<file path="config.mk">
export PLATFORM = sky130hd
export DESIGN_NAME = viterbi_tx_rx
export DESIGN_NICKNAME = d
export VERILOG_FILES = /design/src/trellis_pkg.sv /design/src/metric_pkg.sv /design/src/acs_if.sv /design/src/conv_encoder.sv /design/src/error_injector.sv /design/src/acs_array.sv /design/src/path_metric_reg.sv /design/src/viterbi_tx_rx.sv
export SDC_FILE = /design/constraint.sdc
export NUM_CORES = 1
export LEC_CHECK = 0
export BUFFER_PORTS_ARGS = -buffer_cell sky130_fd_sc_hd__buf_4
export CORE_ASPECT_RATIO = 0.7
export CORE_MARGIN = 2
export CORE_UTILIZATION = 39
export DETAILED_ROUTE_END_ITERATION = 10
export PLACE_DENSITY = 0.68
export RECOVER_POWER = 25
export SLEW_MARGIN = 40
export SYNTH_ARGS = -nofsm -noshare
export SYNTH_HDL_FRONTEND = slang
export SYNTH_SLANG_ARGS = --single-unit
</file>
<file path="constraint.sdc">
create_clock -name clk -period 3.67 [get_ports clk]
set_input_delay 0.734 -clock clk [delete_from_list [all_inputs] [get_ports clk]]
set_output_delay 0.734 -clock clk [all_outputs]
set_load 0.01 [all_outputs]
</file>
<file path="src/trellis_pkg.sv">
`default_nettype none

package trellis_pkg;

   localparam int NUM_STATES = 8;
   localparam int STATE_W    = 3;
   localparam int CODE_W     = 2;

   typedef logic [STATE_W-1:0] state_t;
   typedef logic [CODE_W-1:0]  code_t;

   // Indexed by current state, then input bit
   localparam state_t NEXT_STATE [NUM_STATES][2] = '{
      '{3'd0, 3'd4},
      '{3'd4, 3'd0},
      '{3'd5, 3'd1},
      '{3'd1, 3'd5},
      '{3'd2, 3'd6},
      '{3'd6, 3'd2},
      '{3'd7, 3'd3},
      '{3'd3, 3'd7}
   };

   localparam code_t CODE_OUT [NUM_STATES][2] = '{
      '{2'b00, 2'b11},
      '{2'b00, 2'b11},
      '{2'b10, 2'b01},
      '{2'b10, 2'b01},
      '{2'b10, 2'b01},
      '{2'b10, 2'b01},
      '{2'b00, 2'b11},
      '{2'b00, 2'b11}
   };

   // Two predecessors of each new state
   localparam state_t PRED_0 [NUM_STATES] = '{3'd0, 3'd3, 3'd4, 3'd7, 3'd1, 3'd2, 3'd5, 3'd6};
   localparam state_t PRED_1 [NUM_STATES] = '{3'd1, 3'd2, 3'd5, 3'd6, 3'd0, 3'd3, 3'd4, 3'd7};

   // Pair expected on the branch from each predecessor
   localparam code_t EXP_0 [NUM_STATES] = '{
      2'b00, 2'b10, 2'b10, 2'b00, 2'b00, 2'b10, 2'b10, 2'b00
   };
   localparam code_t EXP_1 [NUM_STATES] = '{
      2'b11, 2'b01, 2'b01, 2'b11, 2'b11, 2'b01, 2'b01, 2'b11
   };

endpackage

`default_nettype wire

</file>
<file path="src/metric_pkg.sv">
`default_nettype none

package metric_pkg;

   localparam int METRIC_W = 8;

   // Branch metric ranges 0 to 2
   localparam int BM_W = 2;

   typedef logic [METRIC_W-1:0] metric_t;

   // State j sits in bits 8j+7 down to 8j
   typedef metric_t [7:0] metric_arr_t;

   localparam metric_t NORM_MASK = 8'h7f;

   // One flipped code bit per period
   localparam int ERR_PERIOD = 16;
   localparam int ERR_CNT_W  = 4;

endpackage

`default_nettype wire

</file>
<file path="src/acs_if.sv">
`timescale 1ns/1ps
`default_nettype none

interface acs_if
   import metric_pkg::*;
();

   metric_arr_t pm;
   logic [7:0]  pm_valid;

   // Candidates for the next update
   metric_arr_t new_pm;
   logic [7:0]  new_valid;
   logic [7:0]  new_decision;

   modport acs
   (
      input  pm,
      input  pm_valid,
      output new_pm,
      output new_valid,
      output new_decision
   );

   modport store
   (
      output pm,
      output pm_valid,
      input  new_pm,
      input  new_valid,
      input  new_decision
   );

endinterface

`default_nettype wire

</file>
<file path="src/conv_encoder.sv">
`timescale 1ns/1ps
`default_nettype none

module conv_encoder
   import trellis_pkg::*;
(
   input  logic  clk,
   input  logic  rst,
   input  logic  enable_i,
   input  logic  data_i,
   output code_t code_o
);

   state_t state;
   state_t next_state;
   code_t  pair;

   // Trellis lookup for the current input bit
   assign next_state = NEXT_STATE[state][data_i];
   assign pair       = CODE_OUT[state][data_i];

   assign code_o = enable_i ? pair : '0;

   // Back to state 0 whenever encoding stops
   always_ff @(posedge clk or negedge rst)
   begin
      if (!rst)
      begin
         state <= '0;
      end
      else if (!enable_i)
      begin
         state <= '0;
      end
      else
      begin
         state <= next_state;
      end
   end

endmodule

`default_nettype wire

</file>
<file path="src/error_injector.sv">
`timescale 1ns/1ps
`default_nettype none

module error_injector
   import trellis_pkg::*;
   import metric_pkg::*;
(
   input  logic  clk,
   input  logic  rst,
   input  code_t code_i,
   input  logic  enable_i,
   output code_t rx_pair_o,
   output logic  rx_enable_o
);

   logic [ERR_CNT_W-1:0] err_cnt;
   logic                 flip;

   assign flip = (err_cnt == ERR_CNT_W'(ERR_PERIOD - 1));

   // Counter runs regardless of enable
   always_ff @(posedge clk or negedge rst)
   begin
      if (!rst)
      begin
         err_cnt     <= '0;
         rx_enable_o <= 1'b0;
      end
      else
      begin
         err_cnt     <= err_cnt + ERR_CNT_W'(1);
         rx_enable_o <= enable_i;
      end
   end

   // Bit 1 inverted on the last count of each period
   always_ff @(posedge clk)
   begin
      rx_pair_o <= {code_i[1] ^ flip, code_i[0]};
   end

endmodule

`default_nettype wire

</file>
<file path="src/acs_array.sv">
`timescale 1ns/1ps
`default_nettype none

module acs_array
   import trellis_pkg::*;
   import metric_pkg::*;
(
   input code_t rx_pair_i,
   acs_if.acs   acs
);

   for (genvar j = 0; j < NUM_STATES; j++)
   begin : g_state
      code_t           diff_0;
      code_t           diff_1;
      logic [BM_W-1:0] bm_0;
      logic [BM_W-1:0] bm_1;
      logic            valid_0;
      logic            valid_1;
      metric_t         cost_0;
      metric_t         cost_1;
      logic            sel;
      logic            valid;

      // Hamming distance to each expected pair
      assign diff_0 = rx_pair_i ^ EXP_0[j];
      assign diff_1 = rx_pair_i ^ EXP_1[j];
      assign bm_0   = {diff_0[1] & diff_0[0], diff_0[1] ^ diff_0[0]};
      assign bm_1   = {diff_1[1] & diff_1[0], diff_1[1] ^ diff_1[0]};

      assign valid_0 = acs.pm_valid[PRED_0[j]];
      assign valid_1 = acs.pm_valid[PRED_1[j]];
      assign cost_0  = acs.pm[PRED_0[j]] + METRIC_W'(bm_0);
      assign cost_1  = acs.pm[PRED_1[j]] + METRIC_W'(bm_1);

      always_comb
      begin
         valid = 1'b1;
         case ({valid_0, valid_1})
            2'b00:
            begin
               valid = 1'b0;
               sel   = 1'b0;
            end
            2'b01:   sel = 1'b1;
            2'b10:   sel = 1'b0;
            // Ties go to path 0
            default: sel = (cost_0 > cost_1);
         endcase
      end

      assign acs.new_valid[j]    = valid;
      assign acs.new_decision[j] = sel;
      assign acs.new_pm[j]       = valid ? (sel ? cost_1 : cost_0) : '0;
   end

endmodule

`default_nettype wire

</file>
<file path="src/path_metric_reg.sv">
`timescale 1ns/1ps
`default_nettype none

module path_metric_reg
   import metric_pkg::*;
(
   input  logic        clk,
   input  logic        rst,
   input  logic        enable_i,
   acs_if.store        store,
   output logic [7:0]  decision_o,
   output metric_arr_t metric_o,
   output logic [7:0]  metric_valid_o
);

   metric_arr_t pm_q;
   metric_arr_t pm_next;
   logic [7:0]  valid_q;
   logic [7:0]  msb;
   logic        norm;

   always_comb
   begin
      for (int i = 0; i < 8; i++)
      begin
         msb[i] = pm_q[i][METRIC_W-1];
      end
   end

   // All metrics high, so drop the common MSB
   assign norm = &msb;

   always_comb
   begin
      for (int i = 0; i < 8; i++)
      begin
         pm_next[i] = norm ? (store.new_pm[i] & NORM_MASK) : store.new_pm[i];
      end
   end

   always_ff @(posedge clk or negedge rst)
   begin
      if (!rst)
      begin
         valid_q    <= 8'b0000_0001;
         decision_o <= '0;
         pm_q       <= '0;
      end
      else if (!enable_i)
      begin
         valid_q    <= 8'b0000_0001;
         decision_o <= '0;
         pm_q       <= '0;
      end
      else
      begin
         valid_q    <= store.new_valid;
         decision_o <= store.new_decision;
         pm_q       <= pm_next;
      end
   end

   assign store.pm       = pm_q;
   assign store.pm_valid = valid_q;
   assign metric_o       = pm_q;
   assign metric_valid_o = valid_q;

endmodule

`default_nettype wire

</file>
<file path="src/viterbi_tx_rx.sv">
`timescale 1ns/1ps
`default_nettype none

module viterbi_tx_rx
   import trellis_pkg::*;
   import metric_pkg::*;
(
   input  logic                           clk,
   input  logic                           rst,
   input  logic                           enable_i,
   input  logic                           data_i,
   output logic [CODE_W-1:0]              code_o,
   output logic [NUM_STATES-1:0]          decision_o,
   output logic [NUM_STATES*METRIC_W-1:0] metric_o,
   output logic [NUM_STATES-1:0]          metric_valid_o
);

   code_t rx_pair;
   logic  rx_enable;

   acs_if i_acs ();

   conv_encoder i_encoder
   (
      .clk      (clk),
      .rst      (rst),
      .enable_i (enable_i),
      .data_i   (data_i),
      .code_o   (code_o)
   );

   // Channel model with one cycle of latency
   error_injector i_error
   (
      .clk         (clk),
      .rst         (rst),
      .code_i      (code_o),
      .enable_i    (enable_i),
      .rx_pair_o   (rx_pair),
      .rx_enable_o (rx_enable)
   );

   acs_array i_acs_array
   (
      .rx_pair_i (rx_pair),
      .acs       (i_acs.acs)
   );

   path_metric_reg i_pm_reg
   (
      .clk            (clk),
      .rst            (rst),
      .enable_i       (rx_enable),
      .store          (i_acs.store),
      .decision_o     (decision_o),
      .metric_o       (metric_o),
      .metric_valid_o (metric_valid_o)
   );

endmodule

`default_nettype wire

</file>
Word-level counts from Yosys, hierarchy flattened --
Memory sizes are Yosys's and may differ from the RTL's. Index checks and enable logic that the tools add are counted. W data, S select, Z words.
Storage, ports and cells: memories kept 2, output and inout bits 82, ROM bits 80, register bits after elaboration 90, logic and storage cells 146
Memory list:
- (name not given) | words 8, bits a word 6, rd ports 1, clocked after memory_dff 0, write ports 0, RTL line conv_encoder.sv:19 | assign next_state = NEXT_STATE[state][data_i];
- (name not given) | words 8, bits a word 4, rd ports 1, clocked after memory_dff 0, write ports 0, RTL line conv_encoder.sv:20 | assign pair = CODE_OUT[state][data_i];
Operators by class: equal/unequal tests 17, bitwise gates (word level) 14, reductions and logical operators 17, multiplexer cells 55, add/subtract/negate cells 17, order comparisons 10
Operator list (number):
- $mux W8 | 26
- $add A8 B2 Y8 | 16
- $gt A8 B8 Y1 | 8
- $mux W64 | 1
- $eq A2 B1 Y1 const B | 8
- $eq A2 B2 Y1 const B | 8
- $logic_not A2 Y1 | 8
- $pmux W1 S2 | 8
- $reduce_or A2 Y1 | 8
- $mux W3 | 4
- $mux W6 | 2
- $mux W1 | 8
- $mux W2 | 4
- $mux W4 | 2
- $reduce_and A8 Y1 | 1
- $xor A1 B1 Y1 | 5
- $add A4 B1 Y4 const B | 1
- $and A1 B1 Y1 | 4
- $eq A4 B4 Y1 const B | 1
- $ge A4 B4 Y1 const B | 1
- $not A3 Y4 | 1
- $ge A2 B2 Y1 const B | 1
- $not A1 Y1 | 2
- $not A1 Y2 | 1
- $not A2 Y2 | 1

Depth between registers and ports, before layout --
Gate-level depths: netlist of run 1.
depth in word-level cells 9, gate-level depth with buffers 15, mapped depth without buffers 14

By module --
Synthesis of run 1 repeated with hierarchy kept, for this count alone.
Unflattened totals: cells, all modules 934, area total of the unflattened synthesis 8441.8 µm²
Modules (own cells, without submodules):
- acs_array | area an instance 4889.7 µm², times used 1, cells each 655, seq. area each 0.0 µm²
- path_metric_reg | area an instance 3194.3 µm², times used 1, cells each 253, seq. area each 2003.2 µm²
- error_injector | area an instance 217.7 µm², times used 1, cells each 14, seq. area each 165.2 µm²
- conv_encoder | area an instance 140.1 µm², times used 1, cells each 12, seq. area each 75.1 µm²

Least setup slack after synthesis of run 1 --
No wires, ideal clock.
path kind reg-to-reg, start register i_error.rx_pair_o[1], end register i_pm_reg.pm_q (netlist bit i_pm_reg.metric_o[42]), clock period less this slack 3558 ps, setup slack 112 ps, cell stages (with the launch flop) 15, required time 3593 ps, arrival time 3481 ps, cell sequence dfxtp_1 -> inv_1 -> ha_1 -> inv_1 -> ha_1 -> nor2b_1 -> o21ai_0 -> a31o_2 -> or2_2 -> ha_1 -> nand3_2 -> o211a_1 -> o2111a_1 -> or4_1 -> o21ai_1
Between the ends: cells in the longest elaborated chain, start to end 9, elaborated cells between the ends (all ways) 13, classes of those cells add/sub: 2; order compare: 1; mux: 5; bitwise: 5
Ends and longest elaborated chain:
- start, declared | RTL line error_injector.sv:12 | output code_t rx_pair_o,
- start signal, assigned | RTL line error_injector.sv:39 | rx_pair_o <= {code_i[1] ^ flip, code_i[0]};
- $not A1 Y1 (no line)
- $xor A1 B1 Y1 / $and A1 B1 Y1 (equally long branches) | RTL line acs_array.sv:28 | assign bm_0 = {diff_0[1] & diff_0[0], diff_0[1] ^ diff_0[0]};
- $add A8 B2 Y8 | RTL line acs_array.sv:33 | assign cost_0 = acs.pm[PRED_0[j]] + METRIC_W'(bm_0);
- $gt A8 B8 Y1 | RTL line acs_array.sv:48 | default: sel = (cost_0 > cost_1);
- $pmux W1 S2 | RTL line acs_array.sv:39 | case ({valid_0, valid_1})
- $mux W8 * (2 in a row) | RTL line acs_array.sv:54 | assign acs.new_pm[j] = valid ? (sel ? cost_1 : cost_0) : '0;
- $mux W8 * | RTL line path_metric_reg.sv:37 | pm_next[i] = norm ? (store.new_pm[i] & NORM_MASK) : store.new_pm[i];
- $mux W64 * | RTL line path_metric_reg.sv:49 | else if (!enable_i)
- end signal, assigned | RTL line path_metric_reg.sv:59 | pm_q <= pm_next;
- end, declared | RTL line path_metric_reg.sv:16 | metric_arr_t pm_q;
Mark *: on every way between the ends. The rest lies on a longest branch, timed or not.

Worst setup path after layout of run 1 --
Ends and elaborated chain as after synthesis.

==> results.md, run 1 <==
- Post-synthesis sequential area ratio: 27.84%
- Final number of hold-violating endpoints: 0
- Weighted congestion reported at the end of routability-driven placement: 0.8982
- Max Root-Sink Buffers: 2
- Static power due to leakage: 0.004203 uW
- Die Outline Area: 20900 sq um
- Number of search-and-repair iterations in the first detailed-routing pass: 5
- Gate Count Post-Synth: 853
- Multi-input combinational cell area: 5454 sq um
- Core area: 19130 sq um
- Standard-cell row count: 42
- Total area of sequential cells: 2143 sq um
- Cell type with the highest aggregate area in the netlist: sky130_fd_sc_hd__dfrtp_1
- Violations in the final reports: max-capacitance violations, max-slew violations
- Die extent in x: 171.9 um
- Number of H-tree levels: 3
- Synthesized cell area: 7699 sq um
- Vias per std cell: 5.810
- Number of antenna-violating nets in the routed design: 0
- Non-filler cells, final: 1221
- Initial antenna violation count: 0
- Maximum number of pins on one net before global-route repair: 40
- Required time reported for the critical path endpoint: 3940 ps
- Clk pin slew, worst setup/hold paths: 60 ps
- CTS Buf Count: 9
- CTS Hold Bufs: 0
- CTS root buffer: sky130_fd_sc_hd__clkbuf_16
- Area share of the leading cell type in the synthesized netlist: 26.98%
- Starting DRC count in detailed routing: 672
- Category of the critical setup timing path: reg -> reg
- Peak fanout along the critical path: 6
- Syn. warnings: 0
- Count of unresolved DRC violations after routing: 0
- Remaining global-route overflow: 0
- Measured slew at the worst slew-check pin: 2211 ps
- Area grow syn2layout: 20.71%
- Wire length per cell after detailed routing: 19.91 um
- Post-route setup TNS: 0 ps
- # placed instances: 1201
- Hold slack: 457.3 ps
- Total inserted antenna cells: 0
- Placed wire-length estimate: 18800 um
- TritonCTS clock tree: yes
- Maximum Capacitance Violations: 1
- NumNets Final: 1045
- Clock Sink Count: 86
- Remaining max-slew budget at the tightest pin: -47.42%
- Element type at the critical path start: flip-flop
- Hold Path Class: reg -> reg
- Setup Viol. Count Final: 0
- Status: complete, but fails checks
- Routed via count: 7094
- Total count of max-transition violations in the final report: 40
- Worst Clk Skew: 9.483 ps
- Via count of the first global-routing pass: 6671
- Synth async-reset ratio: 97.67%
- Effective utilization at floorplan: 40.25%
- Mean Syn Cell Area: 9.025 sq um
- Post-route fraction of the period consumed by the critical path: 99.52%
- Total track usage: 23.83%
- Cell with the most instances after synthesis: sky130_fd_sc_hd__ha_1
- Dominant synthesized flop cell: sky130_fd_sc_hd__dfrtp_1
- Fill cell instance count of the final layout: 1858
- Number of flip-flops and latches in the synthesized netlist: 86
- Fraction of layout cells with a size suffix above 1: 22.88%
- Areal power density over the cells: 548.4 nW/um^2
- Peak supply drop: 0.2439 mV
- Source-to-sink clock delay at the later pin of the worst-skew pair: 350 ps
- Ranking of synthesized cells by instance count: sky130_fd_sc_hd__ha_1, sky130_fd_sc_hd__dfrtp_1, sky130_fd_sc_hd__nor2_1
- Library cells used by synthesis: 66
- Number of flops mapped to enable cells by yosys: 0
- Die Y: 121.6 um
- Unrepaired setup endpoints after global routing: yes
- Number of buffer cells added on primary ports: 85
- Net count of the mapped netlist: 946
- Data arrival time of the worst path: 3920 ps
- Total wire length after detailed routing: 24310 um
- First-pass GRT wire length: 37820 um
- Element type at the critical path end: flip-flop
- Number of top-level pins: 86
- Highest Clock Rate: 0.2738 GHz
- Minimum clock period: 3652 ps
- Largest cells by area after synthesis: sky130_fd_sc_hd__dfrtp_1, sky130_fd_sc_hd__ha_1, sky130_fd_sc_hd__xor2_1
==> metal layers <==
metal  track usage [%]  share of wire, %  vias to the layer above  wire (um)
li1                  -                 -                     3352          -
met1             36.88                48                     3403      11750
met2             33.96                42                      305      10120
met3             4.386               8.5                       34       2067
met4             5.620               1.6                        0        378
met5                 0                 0                        -          0
==> registers in the layout, indices dropped and copies added, names as in the netlist <==
signal / count
i_pm_reg.decision_o: 8
i_error.rx_enable_o: 1
i_pm_reg.metric_valid_o: 4
i_pm_reg.metric_o: 64
i_error.err_cnt: 4
i_encoder.state: 3
i_error.rx_pair_o: 2
==> cell usage in the layout, fill, tap and decap left out, types with 10 or more instances in the layout <==
cell / n
sky130_fd_sc_hd__nand3_1: 35
sky130_fd_sc_hd__a211oi_1: 38
sky130_fd_sc_hd__inv_1: 25
sky130_fd_sc_hd__nor2b_1: 29
sky130_fd_sc_hd__ha_1: 82
sky130_fd_sc_hd__a21o_1: 14
sky130_fd_sc_hd__nand2b_1: 18
sky130_fd_sc_hd__nand2_1: 34
sky130_fd_sc_hd__nand4_1: 22
sky130_fd_sc_hd__dfrtp_1: 83
sky130_fd_sc_hd__o21ai_0: 29
sky130_fd_sc_hd__xnor2_1: 42
sky130_fd_sc_hd__o211a_1: 10
sky130_fd_sc_hd__a21oi_1: 51
sky130_fd_sc_hd__nor2_1: 59
sky130_fd_sc_hd__xor2_1: 55
sky130_fd_sc_hd__o211ai_1: 14
sky130_fd_sc_hd__buf_4: 123
==> path summary, 6_finish.rpt <==
kind	slack [ps]	endpoint	startpoint	cells past startpoint
min in group asynchronous	1040	i_error.err_cnt[3]	rst	1
worst max-delay path	20	i_pm_reg.metric_o[42]	i_error.rx_pair_o[1]	14
worst max register to register	20	i_pm_reg.metric_o[42]	i_error.rx_pair_o[1]	14
worst min register to register	460	i_error.err_cnt[0]	i_error.err_cnt[0]	1
max in group asynchronous	1090	i_pm_reg.metric_o[1]	rst	2
worst min-delay path	460	i_error.err_cnt[0]	i_error.err_cnt[0]	1
==> metrics by stage <==
| stage | power (uW) | setup WS [ps] | util [%] | cell area [sq um] |
|---|---|---|---|---|
| after floorplan | 3039 | 112.5 | - | 7699 |
| after global placement | 3849 | 27.33 | 45.47 | 8697 |
| after detailed placement | 3892 | -60.47 | 45.47 | 8697 |
| after CTS | 4928 | 1.534 | 47.19 | 9027 |
| after global routing | 5454 | -109.0 | 48.58 | 9293 |
| final | 5097 | 17.65 | 48.58 | 9293 |
==> area by class of cell <==
class	instances	area share, %
multi-input cells	701	58.69
flip-flops and latches	86	23.06
repair buffers	127	10.19
well taps	264	3.555
clock buffers	11	2.504
inverters	27	1.091
clock inverters	5	0.9021
==> logic make-up after synthesis <==
kind of cell | Yosys count | synth area share, %
simple gates | 254 | 17.46
compound gates | 244 | 22.54
xor+xnor | 108 | 12.29
fa+ha+maj | 89 | 14.46
flops | 86 | 27.84
buf+inv | 66 | 4.632
mux | 6 | 0.7801
==> power by group <==
part,switching (uW),total [uW],internal [uW]
combinational,1530,2720,1190
sequential,292,1370,1080
clock,402,1000,599
total,2230,5100,2870
==> worst max-delay path, stage by stage, from the launching register on <==
cell	delay (ps)
sky130_fd_sc_hd__dfxtp_1	340
sky130_fd_sc_hd__inv_1	70
sky130_fd_sc_hd__ha_1	330
sky130_fd_sc_hd__inv_2	120
sky130_fd_sc_hd__ha_1	180
sky130_fd_sc_hd__buf_4	140
sky130_fd_sc_hd__nand3b_1	180
sky130_fd_sc_hd__a31o_2	320
sky130_fd_sc_hd__or2_2	320
sky130_fd_sc_hd__ha_4	290
sky130_fd_sc_hd__nand3_2	100
sky130_fd_sc_hd__o211a_1	280
sky130_fd_sc_hd__o2111a_2	290
sky130_fd_sc_hd__or4_1	490
sky130_fd_sc_hd__o21ai_1	120
==> timing repair <==
action | in CTS | in global routing
pin swaps | 0 | 9
setup buffers | 0 | 4
resized for setup | 8 | 52
setup endpoints to repair | 14 | 61
Power figures use the tool's default switching activity.
==> inputs of run 2 (changes only) <==
--- a/config.mk
+++ b/config.mk
@@ -5,12 +5,12 @@
 export SDC_FILE = /design/constraint.sdc
 export NUM_CORES = 1
 export LEC_CHECK = 0
-export BUFFER_PORTS_ARGS = -buffer_cell sky130_fd_sc_hd__buf_4
 export CORE_ASPECT_RATIO = 0.7
 export CORE_MARGIN = 2
 export CORE_UTILIZATION = 39
 export DETAILED_ROUTE_END_ITERATION = 10
-export PLACE_DENSITY = 0.68
+export DONT_BUFFER_PORTS = 1
+export PLACE_DENSITY = 0.64
 export RECOVER_POWER = 25
 export SLEW_MARGIN = 40
 export SYNTH_ARGS = -nofsm -noshare
==> constraint.sdc (replaced) <==
create_clock -name clk -period 3.67 [get_ports clk]
set_input_delay 0.734 -clock clk [delete_from_list [all_inputs] [get_ports clk]]
set_output_delay 0.734 -clock clk [all_outputs]
set_load 0.005 [all_outputs]
==> run 2 against run 1 <==
Compared with the run above:
- the run now ends clean
- global-route usage hardly changed
- final cell count shrank 7.1%
- register-to-register slack improved by 130 ps
- sequential share of layout area is 1.8 points higher
- combinational power is 9.6% lower
- worst setup slack improved by 130 ps
- non-clock buffer count is 87 lower
- largest power group unchanged
- highest routed layer unchanged
==> results.md, run 2 (same netlist as run 1, synthesis figures left out) <==
- Status: complete, no violations
- Critical path's top delay family: compound AO/OA/AOI/OAI gates
- Initial antenna violation count: 0 (unchanged)
- CTS root buffer: sky130_fd_sc_hd__clkbuf_16
- Effective utilization at floorplan: 40.25% (unchanged)
- Commonest cells after routing, fill and taps aside: sky130_fd_sc_hd__dfrtp_1, sky130_fd_sc_hd__ha_1, sky130_fd_sc_hd__xor2_1
- Crit path largest cell delay: 430 ps (-60 ps)
- Die Y: 121.6 um (unchanged)
- Measured slew at the worst slew-check pin: 794.2 ps (-1417 ps)
- CP Buf/Inv Count: 3 (unchanged)
- Number of antenna-violating nets in the routed design: 0 (unchanged)
- Number of search-and-repair iterations in the first detailed-routing pass: 5 (unchanged)
- Via count of the first global-routing pass: 6373 (-4.5%)
- Max Root-Sink Buffers: 2 (unchanged)
- Worst Clk Skew: 10.60 ps (+1.121 ps)
- Areal power density over the cells: 562.2 nW/um^2 (+2.5%)
- Fraction of layout cells with a size suffix above 1: 14.71% (-8.2 points)
- Fill cell instance count of the final layout: 1871 (+0.70%)
- Core area: 19130 sq um (unchanged)
- Source-to-sink clock delay at the later pin of the worst-skew pair: 360 ps (about the same)
- Total count of max-transition violations in the final report: 0 (-100%)
- Post-route setup TNS: 0 ps (unchanged)
- Placed wire-length estimate: 18560 um (-1.3%)
- Total track usage: 23.87% (+0.033 points)
- CTS Hold Bufs: 0 (unchanged)
- Category of the critical setup timing path: reg -> reg
- Peak fanout along the critical path: 5 (-1)
- Setup Viol. Count Final: 0 (unchanged)
- Final number of hold-violating endpoints: 0 (unchanged)
- Required time reported for the critical path endpoint: 3890 ps (-50 ps)
- Remaining global-route overflow: 0 (unchanged)
- Maximum number of pins on one net before global-route repair: 85 (+110%)
- Standard-cell row count: 42 (unchanged)
- Data arrival time of the worst path: 3740 ps (-180 ps)
- Power Total: 4841 uW (-5.0%)
- Number of top-level pins: 86 (unchanged)
- Routed via count: 6757 (-4.8%)
- Peak supply drop: 0.2579 mV (+5.7%)
- Vias per std cell: 5.959 (+2.6%)
- Post-route fraction of the period consumed by the critical path: 96.01% (-3.5 points)
- Number of H-tree levels: 3 (unchanged)
- Static power due to leakage: 0.003741 uW (-11%)
- Starting DRC count in detailed routing: 613 (-8.8%)
- CTS Buf Count: 9 (unchanged)
- Hold Path Class: in -> async
- Highest Clock Rate: 0.2838 GHz (+3.7%)
- Clock Sink Count: 86 (unchanged)
- Library cell contributing the largest single delay on the critical path: sky130_fd_sc_hd__a211oi_1
- Weighted congestion reported at the end of routability-driven placement: 0.9506 (+5.8%)
- Element type at the critical path start: flip-flop
- Clk pin slew, worst setup/hold paths: 70 ps (about the same)
- Reg-to-reg critical path startpoint: i_error.rx_pair_o[1]
- Area grow syn2layout: 11.83%
- Total wire length after detailed routing: 24400 um (+0.36%)
- Minimum clock period: 3523 ps (-128.9 ps)
- Number of buffer cells added on primary ports: 0 (-100%)
- Die extent in x: 171.9 um (unchanged)
- TritonCTS clock tree: yes
- NumNets Final: 958 (-8.3%)
- Maximum Capacitance Violations: 0 (-1)
- Number of stages on the worst setup path: 15 (+1)
- First-pass GRT wire length: 37710 um (-0.29%)
- Die Outline Area: 20900 sq um (unchanged)
- Cell depth of the worst flop-to-flop path: 15 (+1)
- Count of unresolved DRC violations after routing: 0 (unchanged)
- Worst setup path start: i_error.rx_pair_o[1]
- Wire length per cell after detailed routing: 21.51 um (+8.1%)
- Cells along the critical path: inv_1 > ha_4 > buf_4 > ha_1 > nor2b_1 > o21ai_1 > a21oi_1 > xnor2_1 > inv_1 > ha_1 > a211oi_1 > o21ai_0 > o21ba_2 > nor2_1 > a211oi_1
- Element type at the critical path end: flip-flop
- Minimum setup slack among reg-to-reg paths: 150 ps (+130 ps)
- Flip-flop count of the largest register, all copies and words added: 64 (unchanged)
- Commonest non-fill, non-tap cell in the layout: sky130_fd_sc_hd__dfrtp_1
- Total inserted antenna cells: 0 (unchanged)
- Remaining max-slew budget at the tightest pin: 46.70% (+94 points)
## run 2: cell types whose count changed in the layout (fill, tap and decap cells not counted), moves of 4 or more
cell | before | now
sky130_fd_sc_hd__buf_4 | 123 | 39
sky130_fd_sc_hd__xor2_1 | 55 | 59
sky130_fd_sc_hd__clkbuf_1 | 4 | 0
sky130_fd_sc_hd__a21oi_2 | 8 | 4
sky130_fd_sc_hd__xor2_2 | 4 | 0
## run 2: through the flow
stage | instance area, sq um | hold WS (ps) | setup slack, ps | util, % | instances
3_5_place_dp | 8055 | 439.8 | -63.89 | 42.11 | 1115
5_1_grt | 8610 | 38.35 | -23.34 | 45.01 | 1134
2_1_floorplan | 7699 | 419.8 | 112.5 | - | 853
6_report | 8610 | 57.72 | 146.6 | 45.01 | 1134
4_1_cts | 8372 | 48.74 | 1.011 | 43.77 | 1131
3_3_place_gp | 8055 | 441.5 | 31.80 | 42.11 | 1115
## run 2: cell type report
class                   count  area (sq um)  area share (%)
multi-input cells         701          5421           62.97
repair buffers             40         304.0           3.531
inverters                  27         101.3           1.177
flip-flops and latches     86          2145           24.91
well taps                 264         330.3           3.837
clock buffers               9         225.2           2.616
clock inverters             7         82.58          0.9592
## run 2: worst paths after layout
check	end
worst max-delay path	i_pm_reg.metric_o[62]
worst min-delay path	i_pm_reg.metric_o[7]
worst max register to register	i_pm_reg.metric_o[62]
worst min register to register	i_error.err_cnt[0]
max in group asynchronous	i_pm_reg.metric_valid_o[0]
min in group clk	i_error.rx_enable_o
## run 2: per-layer routing
metal	GRT usage [%]	part of all wire [%]	vias to the layer above
met3	7.180	11	16
met4	3.256	0.62	0
met2	33.18	41	304
met1	36.78	48	3277
li1	-	-	3160
met5	0	0	-
## run 2: power by group
group	internal, uW	leakage (uW)	switching, uW
Sequential	1080	0.00115	318
Combinational	1040	0.00245	1420
Clock	537	0.000144	442
Total	2660	0.00374	2180
## run 2: worst register-to-register path: cells and delay by family, from the launching register on
| kind | cells | cell delay, ps |
|---|---|---|
| compound gates | 6 | 1530 |
| fa+ha+maj | 3 | 730 |
| simple gates | 2 | 230 |
| xor+xnor | 1 | 240 |
| buf+inv | 3 | 350 |
| flops | 1 | 320 |
## run 2: what timing repair did
item / 4_1_cts / 5_1_grt
gates resized for setup: 3 / 53
buffers inserted: 0 / 3
cloned: 0 / 0
pin swaps: 0 / 1
endpoints found under the setup margin: 8 / 63
